## config.mk

```make
export PLATFORM = sky130hd
export DESIGN_NAME = dot_engine
export DESIGN_NICKNAME = d
export VERILOG_FILES = /design/src/hdl/epu_pkg.sv /design/src/hdl/dot_engine.sv
export SDC_FILE = /design/constraint.sdc
export NUM_CORES = 1
export LEC_CHECK = 0
export BUFFER_PORTS_ARGS = -buffer_cell sky130_fd_sc_hd__clkbuf_2
export CAP_MARGIN = 5
export CORE_MARGIN = 1.5
export CORE_UTILIZATION = 35
export DETAILED_ROUTE_END_ITERATION = 10
export GPL_TIMING_DRIVEN = 0
export SYNTH_ARGS = -nofsm -noshare
export SYNTH_HDL_FRONTEND = slang
export SYNTH_SLANG_ARGS = --single-unit
```

## constraint.sdc

```tcl
create_clock -name clk -period 10.51 [get_ports clk]
set_input_delay 1.051 -clock clk [delete_from_list [all_inputs] [get_ports clk]]
set_output_delay 1.051 -clock clk [all_outputs]
set_load 0.02 [all_outputs]
```

## src/hdl/epu_pkg.sv

```systemverilog
`default_nettype none

package epu_pkg;

  localparam int DEF_ADDR_W = 10;
  localparam int DATA_W     = 16;
  localparam int RESULT_W   = 32;

  typedef logic [DATA_W-1:0]   data_t;
  typedef logic [RESULT_W-1:0] result_t;  // sums wrap modulo 2**32.

  typedef enum logic [1:0] {
    OP_WRITE = 2'd0,
    OP_READ  = 2'd1,
    OP_START = 2'd2
  } host_op_e;

  // for a start command the wdata field carries the vector length.
  typedef struct packed {
    host_op_e              op;
    logic [DEF_ADDR_W-1:0] addr;
    data_t                 wdata;
  } host_cmd_t;

  typedef struct packed {
    result_t rdata;
  } host_rsp_t;

  typedef struct packed {
    logic                  cs;
    logic                  we;
    logic [DEF_ADDR_W-1:0] addr;
    data_t                 wdata;
  } sram_req_t;

  typedef enum logic [1:0] {
    BUF_IDLE    = 2'd0,
    BUF_ENGINE  = 2'd1,
    BUF_HOST_RD = 2'd2,
    BUF_HOST_WR = 2'd3
  } buf_state_e;

endpackage

`default_nettype wire

```

## src/hdl/dot_engine.sv

```systemverilog
`default_nettype none

module dot_engine #(
  parameter int ADDR_W = epu_pkg::DEF_ADDR_W
) (
  input  logic               clk,
  input  logic               rst,
  input  logic               job_req_i,
  input  epu_pkg::data_t     job_len_i,
  output logic               job_ack_o,
  output epu_pkg::result_t   job_result_o,
  output epu_pkg::sram_req_t mem_o,
  input  epu_pkg::data_t     rdata_i
);

  import epu_pkg::*;

  typedef enum logic [1:0] {
    ENG_IDLE  = 2'd0,
    ENG_RUN   = 2'd1,
    ENG_DRAIN = 2'd2,
    ENG_DONE  = 2'd3
  } eng_state_e;

  eng_state_e        state_q;
  data_t             len_q;
  data_t             idx_q;
  logic              b_phase_q;  // set when the next read fetches a B word.
  logic              issue;
  logic [ADDR_W-1:0] rd_addr;
  logic              rd_vld_q;
  logic              rd_is_b_q;
  data_t             a_q;
  result_t           prod_q;
  logic              prod_vld_q;
  result_t           acc_q;

  assign issue   = (state_q == ENG_RUN) && (idx_q != len_q);
  assign rd_addr = {b_phase_q, idx_q[ADDR_W-2:0]};  // B sits in the upper half.

  assign mem_o = '{
    cs:    issue,
    we:    1'b0,
    addr:  DEF_ADDR_W'(rd_addr),
    wdata: '0
  };

  assign job_result_o = acc_q;

  always_ff @(posedge clk or posedge rst) begin
    if (rst) begin
      state_q    <= ENG_IDLE;
      job_ack_o  <= 1'b0;
      idx_q      <= '0;
      b_phase_q  <= 1'b0;
      rd_vld_q   <= 1'b0;
      prod_vld_q <= 1'b0;
    end else begin
      rd_vld_q   <= issue;
      prod_vld_q <= rd_vld_q && rd_is_b_q;
      case (state_q)
        ENG_IDLE: begin
          if (job_req_i) begin
            idx_q     <= '0;
            b_phase_q <= 1'b0;
            state_q   <= ENG_RUN;
          end
        end
        ENG_RUN: begin
          if (issue) begin
            b_phase_q <= !b_phase_q;
            if (b_phase_q) begin
              idx_q <= idx_q + 1'b1;
            end
          end else begin
            state_q <= ENG_DRAIN;
          end
        end
        ENG_DRAIN: begin
          // wait for the last B word and its product to reach the sum.
          if (!rd_vld_q && !prod_vld_q) begin
            job_ack_o <= 1'b1;
            state_q   <= ENG_DONE;
          end
        end
        ENG_DONE: begin
          if (!job_req_i) begin
            job_ack_o <= 1'b0;
            state_q   <= ENG_IDLE;
          end
        end
        default: state_q <= ENG_IDLE;
      endcase
    end
  end

  always_ff @(posedge clk) begin
    rd_is_b_q <= b_phase_q;
    if (state_q == ENG_IDLE && job_req_i) begin
      len_q <= job_len_i;
      acc_q <= '0;
    end else if (prod_vld_q) begin
      acc_q <= acc_q + prod_q;
    end
    if (rd_vld_q) begin
      if (rd_is_b_q) begin
        prod_q <= result_t'(a_q) * result_t'(rdata_i);
      end else begin
        a_q <= rdata_i;  // hold A until its partner arrives.
      end
    end
  end

endmodule

`default_nettype wire

```

==> qor.yml <==
yosys_warnings: 0
final-hold-violation-count: 0
startpoint_type: "primary input"
period_share_pct: 68.41
tritoncts: "built"
wire_per_inst_um: 16.31
cp_max_fo: 10
drtPass1Iterations: 5
port_buffers: 78
insertedDiodeCount: 0
postSynthCellCount: 1527
cts_buffer_depth: 2
grt_use_met2_pct: 27.83
setup_viol: 0
coreArea_sq_um: 40830
ctsResizeCount: 0
grt_max_degree: 23
fillers: 3992
grt_setup_unrepaired: "false"
antenna_found_initial: 0
h-tree-depth: 4
grt_pass1_vias: 10700
grtUsageMet1_pct: 23.95
vias: 10590
start_util_pct: 35.48
syn-cell-area_sq_um: 14490
fp.dieH_um: 206.5
clk-insertion-delay-late_ns: 0.45
first_iter_violations: 638
ys_seq_area_share_pct: 21.62
cp_data_arrival_time_ns: 7.37
status: "finished clean"
yosysTopAreaCell: "fa_1"
slew_headroom_pct: 40.28
ys_ff_latch: 119
skew_ns: 0.02005
die_width_um: 206.5
cts_inserted_buffers: 17
fin_crit_ns: 7.190
worstSetupPathType: "in2reg"
busiest_layer: "met2"
hold_class: "reg2reg"
gp_congestion: 0.9151
io_pins: 96
grt-ovfl-total: 0
die_area_sq_um: 42630
synth_edf_count: 64
ys_top_cells_by_count: "inv_1 (236), nand2_1 (199), fa_1 (195)"
synth.top_cells.by_area: "fa_1 (27%), edfxtp_1 (13%), ha_1 (12%)"
drtAntennaViolNets: 0
synth.top_cell.area_share_pct: 26.94
hpwl_um: 28970
via_per_inst: 4.839
syn_area_per_cell_sq_um: 9.488
fmax_mhz: 139.1
cts_setup_buffers: 0
totalWireLength_um: 35690
yosysMostFrequentCell: "inv_1"
synthToLayoutAreaGrowth_pct: 11.88
clk_pin_slew_ns: 0.06
drc: 0
cts_sinks: 119
end_kind: "flop"
synth_flop_cell: "edfxtp_1"
root_buffer: "clkbuf_16"
cp.required_ns: 10.69
grt_pass1_wl_um: 57250
final.setup.tns_ns: 0
worstMarginPinSlew_ns: 0.8948
synthDistinctLibCells: 58
maxCapViolations: 0
async_flop_share_pct: 18.49
grt_use_met3_pct: 3.942
rows: 74
drive_above_1_share_pct: 9.239
nets: 2013
grt_util_all_layers_pct: 17.49
holdBufCountCts: 0
slew_viol_final: 0
cell families after synthesis:
group / after synthesis / share of synthesized area, %
other: 1 / 0.02588
adders and majority gates: 335 / 39.03
buffers and inverters: 310 / 8.756
xor gates and xnor gates: 84 / 5.078
muxes: 20 / 1.382
AOI/OAI and AO/OA: 191 / 8.722
and+or+nand+nor: 467 / 15.38
DFF: 119 / 21.62
path summary, 6_finish.rpt:
path,from,endpoint,slack (ns),depth (start not counted)
setup / recovery,rdata_i[7],prod_q[31]$_DFFE_PP_,3.32,24
hold / removal,b_phase_q$_DFFE_PP0P_,rd_is_b_q$_DFF_P_,0.49,0
min in group asynchronous,rst,idx_q[10]$_DFFE_PP0P_,0.79,2
setup reg to reg,a_q[15]$_DFFE_PP_,prod_q[31]$_DFFE_PP_,3.52,21
hold reg to reg,b_phase_q$_DFFE_PP0P_,rd_is_b_q$_DFF_P_,0.49,0
max in group asynchronous,rst,idx_q[15]$_DFFE_PP0P_,9.16,2
per-layer routing:
layer / routed length [um] / vias up / share of wire, %
met4: 512 / 0 / 1.4
met1: 16670 / 5163 / 47
met5: 0 / - / 0
met3: 2330 / 33 / 6.5
li1: - / 5087 / -
met2: 16180 / 305 / 45
per-stage QoR:
stage | cells | utilization, % | worst slack, ns | cell area [sq um] | hold WS (ns)
finish | 2188 | 39.70 | 3.320 | 16210 | 0.4862
CTS | 2188 | 39.70 | 3.370 | 16210 | 0.4828
global route | 2188 | 39.70 | 3.110 | 16210 | 0.4999
global placement | 2153 | 38.22 | 2.917 | 15610 | 0.4551
detailed placement | 2156 | 38.36 | 2.904 | 15670 | 0.4649
floorplan | 1543 | - | 3.787 | 14550 | 0.4222
critical path: stages:
cell,delay [ns]
clkbuf_2,0.22
clkbuf_1,0.54
nand2_1,0.17
fa_1,0.56
inv_1,0.05
fa_1,0.51
inv_1,0.06
fa_1,0.53
inv_1,0.05
fa_1,0.45
fa_1,0.49
inv_1,0.05
fa_1,0.47
inv_1,0.04
ha_1,0.32
a21o_1,0.19
a221o_1,0.34
o22a_1,0.22
a22o_1,0.22
a41oi_2,0.23
a211o_1,0.17
nand2_1,0.08
o41ai_2,0.23
xnor2_1,0.12
final cells by class:
type,instances,area (sq um),area share [%]
Timing Repair Buffer,81,447.9,2.763
Sequential cell,119,3133,19.33
Buffer,73,379.1,2.339
Tap cell,532,665.6,4.106
Inverter,237,889.6,5.488
Clock buffer,18,429.2,2.647
Multi-Input combinational cell,1114,10150,62.61
Clock inverter,14,116.4,0.7178
flip-flops by register name, indices dropped and copies added (netlist names):
name / flops
state_q: 2
prod_q: 32
a_q: 16
b_phase_q: 1
rd_vld_q: 1
idx_q: 16
job_ack_o: 1
job_result_o: 32
prod_vld_q: 1
len_q: 16
rd_is_b_q: 1
layout by cell type (no fill, tap or decap), types with 45 or more instances in the layout:
cell / synthesis / final
inv_1: 236 / 236
nand2_1: 199 / 199
fa_1: 195 / 195
ha_1: 140 / 140
and2_1: 108 / 108
clkbuf_2: 0 / 78
nor2_1: 68 / 68
edfxtp_1: 64 / 64
a21oi_1: 55 / 55
xnor2_1: 45 / 45
Power is not shown: default switching activity piles up to over one toggle a cycle in this logic, so the estimate is an artifact.
