`src/hdl/epu_pkg.sv`:
```
`default_nettype none

package epu_pkg;

  localparam int DEF_ADDR_W = 10;
  localparam int DATA_W     = 16;
  localparam int RESULT_W   = 32;

  typedef logic [DATA_W-1:0]   data_t;
  typedef logic [RESULT_W-1:0] result_t;  // sums wrap modulo 2**32.

  typedef enum logic [1:0] {
    OP_WRITE = 2'd0,
    OP_READ  = 2'd1,
    OP_START = 2'd2
  } host_op_e;

  // for a start command the wdata field carries the vector length.
  typedef struct packed {
    host_op_e              op;
    logic [DEF_ADDR_W-1:0] addr;
    data_t                 wdata;
  } host_cmd_t;

  typedef struct packed {
    result_t rdata;
  } host_rsp_t;

  typedef struct packed {
    logic                  cs;
    logic                  we;
    logic [DEF_ADDR_W-1:0] addr;
    data_t                 wdata;
  } sram_req_t;

  typedef enum logic [1:0] {
    BUF_IDLE    = 2'd0,
    BUF_ENGINE  = 2'd1,
    BUF_HOST_RD = 2'd2,
    BUF_HOST_WR = 2'd3
  } buf_state_e;

endpackage

`default_nettype wire

```
`src/hdl/host_port.sv`:
```
`default_nettype none

module host_port #(
  parameter int ADDR_W = epu_pkg::DEF_ADDR_W
) (
  input  logic               clk,
  input  logic               rst,
  input  logic               req_i,
  input  epu_pkg::host_cmd_t cmd_i,
  output logic               ack_o,
  output epu_pkg::host_rsp_t rsp_o,
  output epu_pkg::sram_req_t host_mem_o,
  input  logic               host_rvalid_i,
  input  epu_pkg::data_t     host_rdata_i,
  output logic               job_req_o,
  output epu_pkg::data_t     job_len_o,
  input  logic               job_ack_i,
  input  epu_pkg::result_t   job_result_i
);

  import epu_pkg::*;

  typedef enum logic [2:0] {
    HP_IDLE    = 3'd0,
    HP_ISSUE   = 3'd1,
    HP_WAIT_RD = 3'd2,
    HP_RUN     = 3'd3,
    HP_ACK     = 3'd4,
    HP_RELEASE = 3'd5
  } hp_state_e;

  hp_state_e         state_q;
  host_cmd_t         cmd_q;
  logic [ADDR_W-1:0] mem_addr;
  logic              mem_cs;

  assign mem_addr = cmd_q.addr[ADDR_W-1:0];
  assign mem_cs   = (state_q == HP_ISSUE) && (cmd_q.op inside {OP_WRITE, OP_READ});

  // a single-cycle access, driven only while the FSM sits in issue.
  assign host_mem_o = '{
    cs:    mem_cs,
    we:    (cmd_q.op == OP_WRITE),
    addr:  DEF_ADDR_W'(mem_addr),
    wdata: cmd_q.wdata
  };

  assign job_len_o = cmd_q.wdata;  // cmd_q holds still for the whole job.

  always_ff @(posedge clk or posedge rst) begin
    if (rst) begin
      state_q   <= HP_IDLE;
      ack_o     <= 1'b0;
      job_req_o <= 1'b0;
    end else begin
      case (state_q)
        HP_IDLE: begin
          if (req_i) begin
            state_q <= HP_ISSUE;
          end
        end
        HP_ISSUE: begin
          case (cmd_q.op)
            OP_WRITE: state_q <= HP_ACK;
            OP_READ:  state_q <= HP_WAIT_RD;
            OP_START: begin
              job_req_o <= 1'b1;
              state_q   <= HP_RUN;
            end
            default:  state_q <= HP_ACK;  // unknown opcodes answer with zero.
          endcase
        end
        HP_WAIT_RD: begin
          if (host_rvalid_i) begin
            state_q <= HP_ACK;
          end
        end
        HP_RUN: begin
          if (job_req_o && job_ack_i) begin
            job_req_o <= 1'b0;
          end else if (!job_req_o && !job_ack_i) begin
            state_q <= HP_ACK;  // engine handshake fully closed.
          end
        end
        // rsp_o settles here, one cycle ahead of ack.
        HP_ACK: state_q <= HP_RELEASE;
        HP_RELEASE: begin
          if (!ack_o) begin
            ack_o <= 1'b1;
          end else if (!req_i) begin
            ack_o   <= 1'b0;
            state_q <= HP_IDLE;
          end
        end
        default: state_q <= HP_IDLE;
      endcase
    end
  end

  always_ff @(posedge clk) begin
    if (state_q == HP_IDLE && req_i) begin
      cmd_q <= cmd_i;
    end
    case (state_q)
      HP_ISSUE: rsp_o.rdata <= '0;
      HP_WAIT_RD: begin
        if (host_rvalid_i) begin
          rsp_o.rdata <= result_t'(host_rdata_i);  // zero-extended word.
        end
      end
      HP_RUN: begin
        if (job_req_o && job_ack_i) begin
          rsp_o.rdata <= job_result_i;
        end
      end
      default: ;
    endcase
  end

endmodule

`default_nettype wire

```
`config.mk`:
```
export PLATFORM = sky130hd
export DESIGN_NAME = host_port
export DESIGN_NICKNAME = d
export VERILOG_FILES = /design/src/hdl/epu_pkg.sv /design/src/hdl/host_port.sv
export SDC_FILE = /design/constraint.sdc
export NUM_CORES = 1
export LEC_CHECK = 0
export BUFFER_PORTS_ARGS = -buffer_cell sky130_fd_sc_hd__buf_4
export CAP_MARGIN = 0
export CORE_ASPECT_RATIO = 0.5
export CORE_UTILIZATION = 46
export DETAILED_ROUTE_END_ITERATION = 6
export PLACE_DENSITY = 0.83
export SLEW_MARGIN = 0
export SYNTH_ARGS = -nofsm -noshare
export SYNTH_HDL_FRONTEND = slang
export SYNTH_SLANG_ARGS = --single-unit
```
`constraint.sdc`:
```
create_clock -name clk -period 6.8 [get_ports clk]
set_clock_uncertainty 0.15 [all_clocks]
set_input_delay 0.68 -clock clk [delete_from_list [all_inputs] [get_ports clk]]
set_output_delay 0.68 -clock clk [all_outputs]
set_load 0.02 [all_outputs]
```
==> impl_results.md <==
* Critical path class: flip-flop to output pin
* Post-Route Setup TNS at 0 ps
* Endpoint class of the critical path: output pin
* Port buffer count at 158
* Die W at 113 um
* Top delay family on crit path: flip-flops
* Area delta synth->final at 42.3%
* Design Power at 1.56 mW
* Total track usage at 18.7%
* Iter 0 DRT Violations at 83
* Setup violators final at 0
* Vias in the first global route at 1825
* CTS Buffer Depth at 2
* Max Cap Violations at 0
* Layout filler cell count at 378
* Final Hold Vio Count at 0
* Sw Pwr at 0.500 mW
* Full die area at 6460 sq um
* Final net count at 389
* Fraction of layout cells with a size suffix above 1 at 57.4%
* Total gr overflow at 0
* P_int at 1.06 mW
* Placed insts at 367
* FMAX at 387 MHz
* DP HPWL at 4400 um
* Non-Filler Instances at 383
* Crit path DAT at 1750 ps
* Proportion of power drawn by the clock network at 27.2%
* # rows at 19
* Global-route wire length before repair at 8870 um
* Worst-path clk slew at 50 ps
* Max-slew violations at 0
* Critical path required time at 5970 ps
* Syn_area_per_cell at 15.1 sq um
* Critical Path Fanout Max at 23
* Worst-margin pin slew at 756 ps
* # resized after CTS at 0
* Post-Route Utilization at 70.6%
* Min Hold Slack at 108 ps
* Syn Nets at 271
* Crit path from: state_q[0]$_DFFE_PP0P_
* Final instance area at 4010 sq um
* Largest net degree at the start of global routing at 33
* Peak supply drop at 0.268 mV
* Cell Area, Placed at 3730 sq um
* Syn Std Cell Area at 2820 sq um
* Asr flop ratio synth at 7.69%
* PnR worst setup slack at 4220 ps
* Worst-skew pair later-pin latency at 320 ps
* Total Wirelength at 5910 um
* Avg WL per Cell at 15.4 um
* Prevailing post-synth register cell: edfxtp_1
* CTS buffer count at 9
* Root buffer cell: clkbuf_16
* Period minus WS final at 2580 ps
* Pre-antenna DRT Iters at 4
* Routability cong. at 0.790
* PD cells at 389 nW/um^2
* Hold/Removal Path Class: input pin to async pin
* Share of the cycle needed by the critical path after routing at 38.0%
* Register area share after synthesis at 68.4%
* CTS tree: done
* RSZ-0062 raised after global routing: no
* Setup Fix Bufs, Post-CTS at 0
* Die H at 57.3 um
* Max incr delay on CP at 580 ps
* Post-synthesis register bit count at 65
* Switching Share at 32.0%
* Antenna violations before repair at 0
* Cell taking the most area after synthesis: edfxtp_1
* Syn Inst Count at 187
* Part of the power in registers at 41.2%
* Leak at 1.80 nW
* Distinct cells, synth at 30
* Status: finished, final reports clean
* Sink Count at 65
* CP Launch Type: flip-flop
* Top-area cell type share of the netlist area at 63.9%
* Crit-path cells: nor2b_4 -> o211a_1 -> buf_4
* R2R Path Start: state_q[1]$_DFFE_PP0P_
* Dpl ws at 4610 ps
* Antenna diodes at 0
* Hold_buf cts at 0
* Area contributors post-synth: edfxtp_1, buf_4, a22o_1, dfrtp_1, and3_1
* Worst path slowest cell: dfrtp_1
* Via-to-Cell Ratio at 4.87
* DRT antenna net count at 0
* Max-Slew Margin vs Limit at 49.6%
* Area of the core at 5680 sq um
* Combinational Power Share at 31.6%
* Vias after detailed routing at 1867
* Residual DRC count at 0
* Initial Util at 49.6%
* H-tree levels at 3
* I/O pins at 159
* Crit path buffers/inverters at 1
* Yosys warning count at 0
* Post-synth EDFFs at 60
==> cell usage after synthesis, types with 2 or more instances <==
cell type / number
nor2_1: 3
nand2_1: 5
dfrtp_1: 5
o21ai_0: 3
buf_2: 4
nor2b_1: 2
buf_6: 3
edfxtp_1: 60
a22o_1: 16
and3_1: 16
ha_1: 3
buf_4: 43
clkbuf_1: 3
inv_1: 5
==> area by class of cell <==
class	count	area (sq um)	share of cell area, %
repair buffers	160	1200	30.0
multi-input cells	64	493	12.3
well taps	73	91.3	2.28
clock inverters	6	48.8	1.22
flip-flops and latches	65	1930	48.1
inverters	5	18.8	0.468
clock buffers	10	229	5.71
==> cells in the final DEF, fill, tap and decap left out, types with 3 or more instances in the layout <==
cell	n
a22o_1	16
and3_1	16
buf_4	160
clkbuf_16	9
clkinv_1	5
dfrtp_1	5
edfxtp_1	60
ha_1	3
inv_1	5
nand2_1	5
o21ai_0	3
==> kinds of logic (layout without fill, tap and decap cells) <==
family / Yosys count / after routing / synth area share [%]
buffers and inverters: 58 / 181 / 14.4
adders and majority gates: 3 / 3 / 1.33
AOI/OAI and AO/OA: 29 / 29 / 8.39
muxes: 1 / 1 / 0.400
DFF: 65 / 65 / 68.4
and+or+nand+nor: 31 / 31 / 7.06
==> flip-flops by register name, indices dropped and copies added (netlist names) <==
| register | flops |
|---|---|
| ack_o | 1 |
| mem_addr | 10 |
| job_len_o | 16 |
| state_q | 3 |
| rsp_o | 32 |
| cmd_q | 2 |
| job_req_o | 1 |
==> path summary, 6_finish.rpt <==
check	to	slack, ps	depth (start not counted)
hold / removal	state_q[0]$_DFFE_PP0P_	110	2
setup reg to reg	rsp_o[1]$_DFFE_PP_	4630	4
min in group clk	cmd_q[26]$_DFFE_PP_	390	1
hold reg to reg	ack_o$_DFFE_PP0N_	420	2
setup / recovery	host_mem_o[27]	4220	3
max in group asynchronous	job_req_o$_DFFE_PP0P_	6220	2
==> metal layers <==
metal / track usage (%) / part of all wire (%)
met1: 18.4 / 35
met2: 36.1 / 57
met3: 6.70 / 5.9
met4: 8.19 / 2.0
met5: 0 / 0
==> power by group through the flow <==
stage	registers, mW	logic, mW	clock network [mW]
2_1_floorplan	0.703	0.269	0
3_3_place_gp	0.642	0.486	0
3_5_place_dp	0.650	0.494	0
4_1_cts	0.643	0.496	0.432
5_1_grt	0.655	0.518	0.450
6_report	0.643	0.493	0.425
Power figures use the tool's default switching activity.
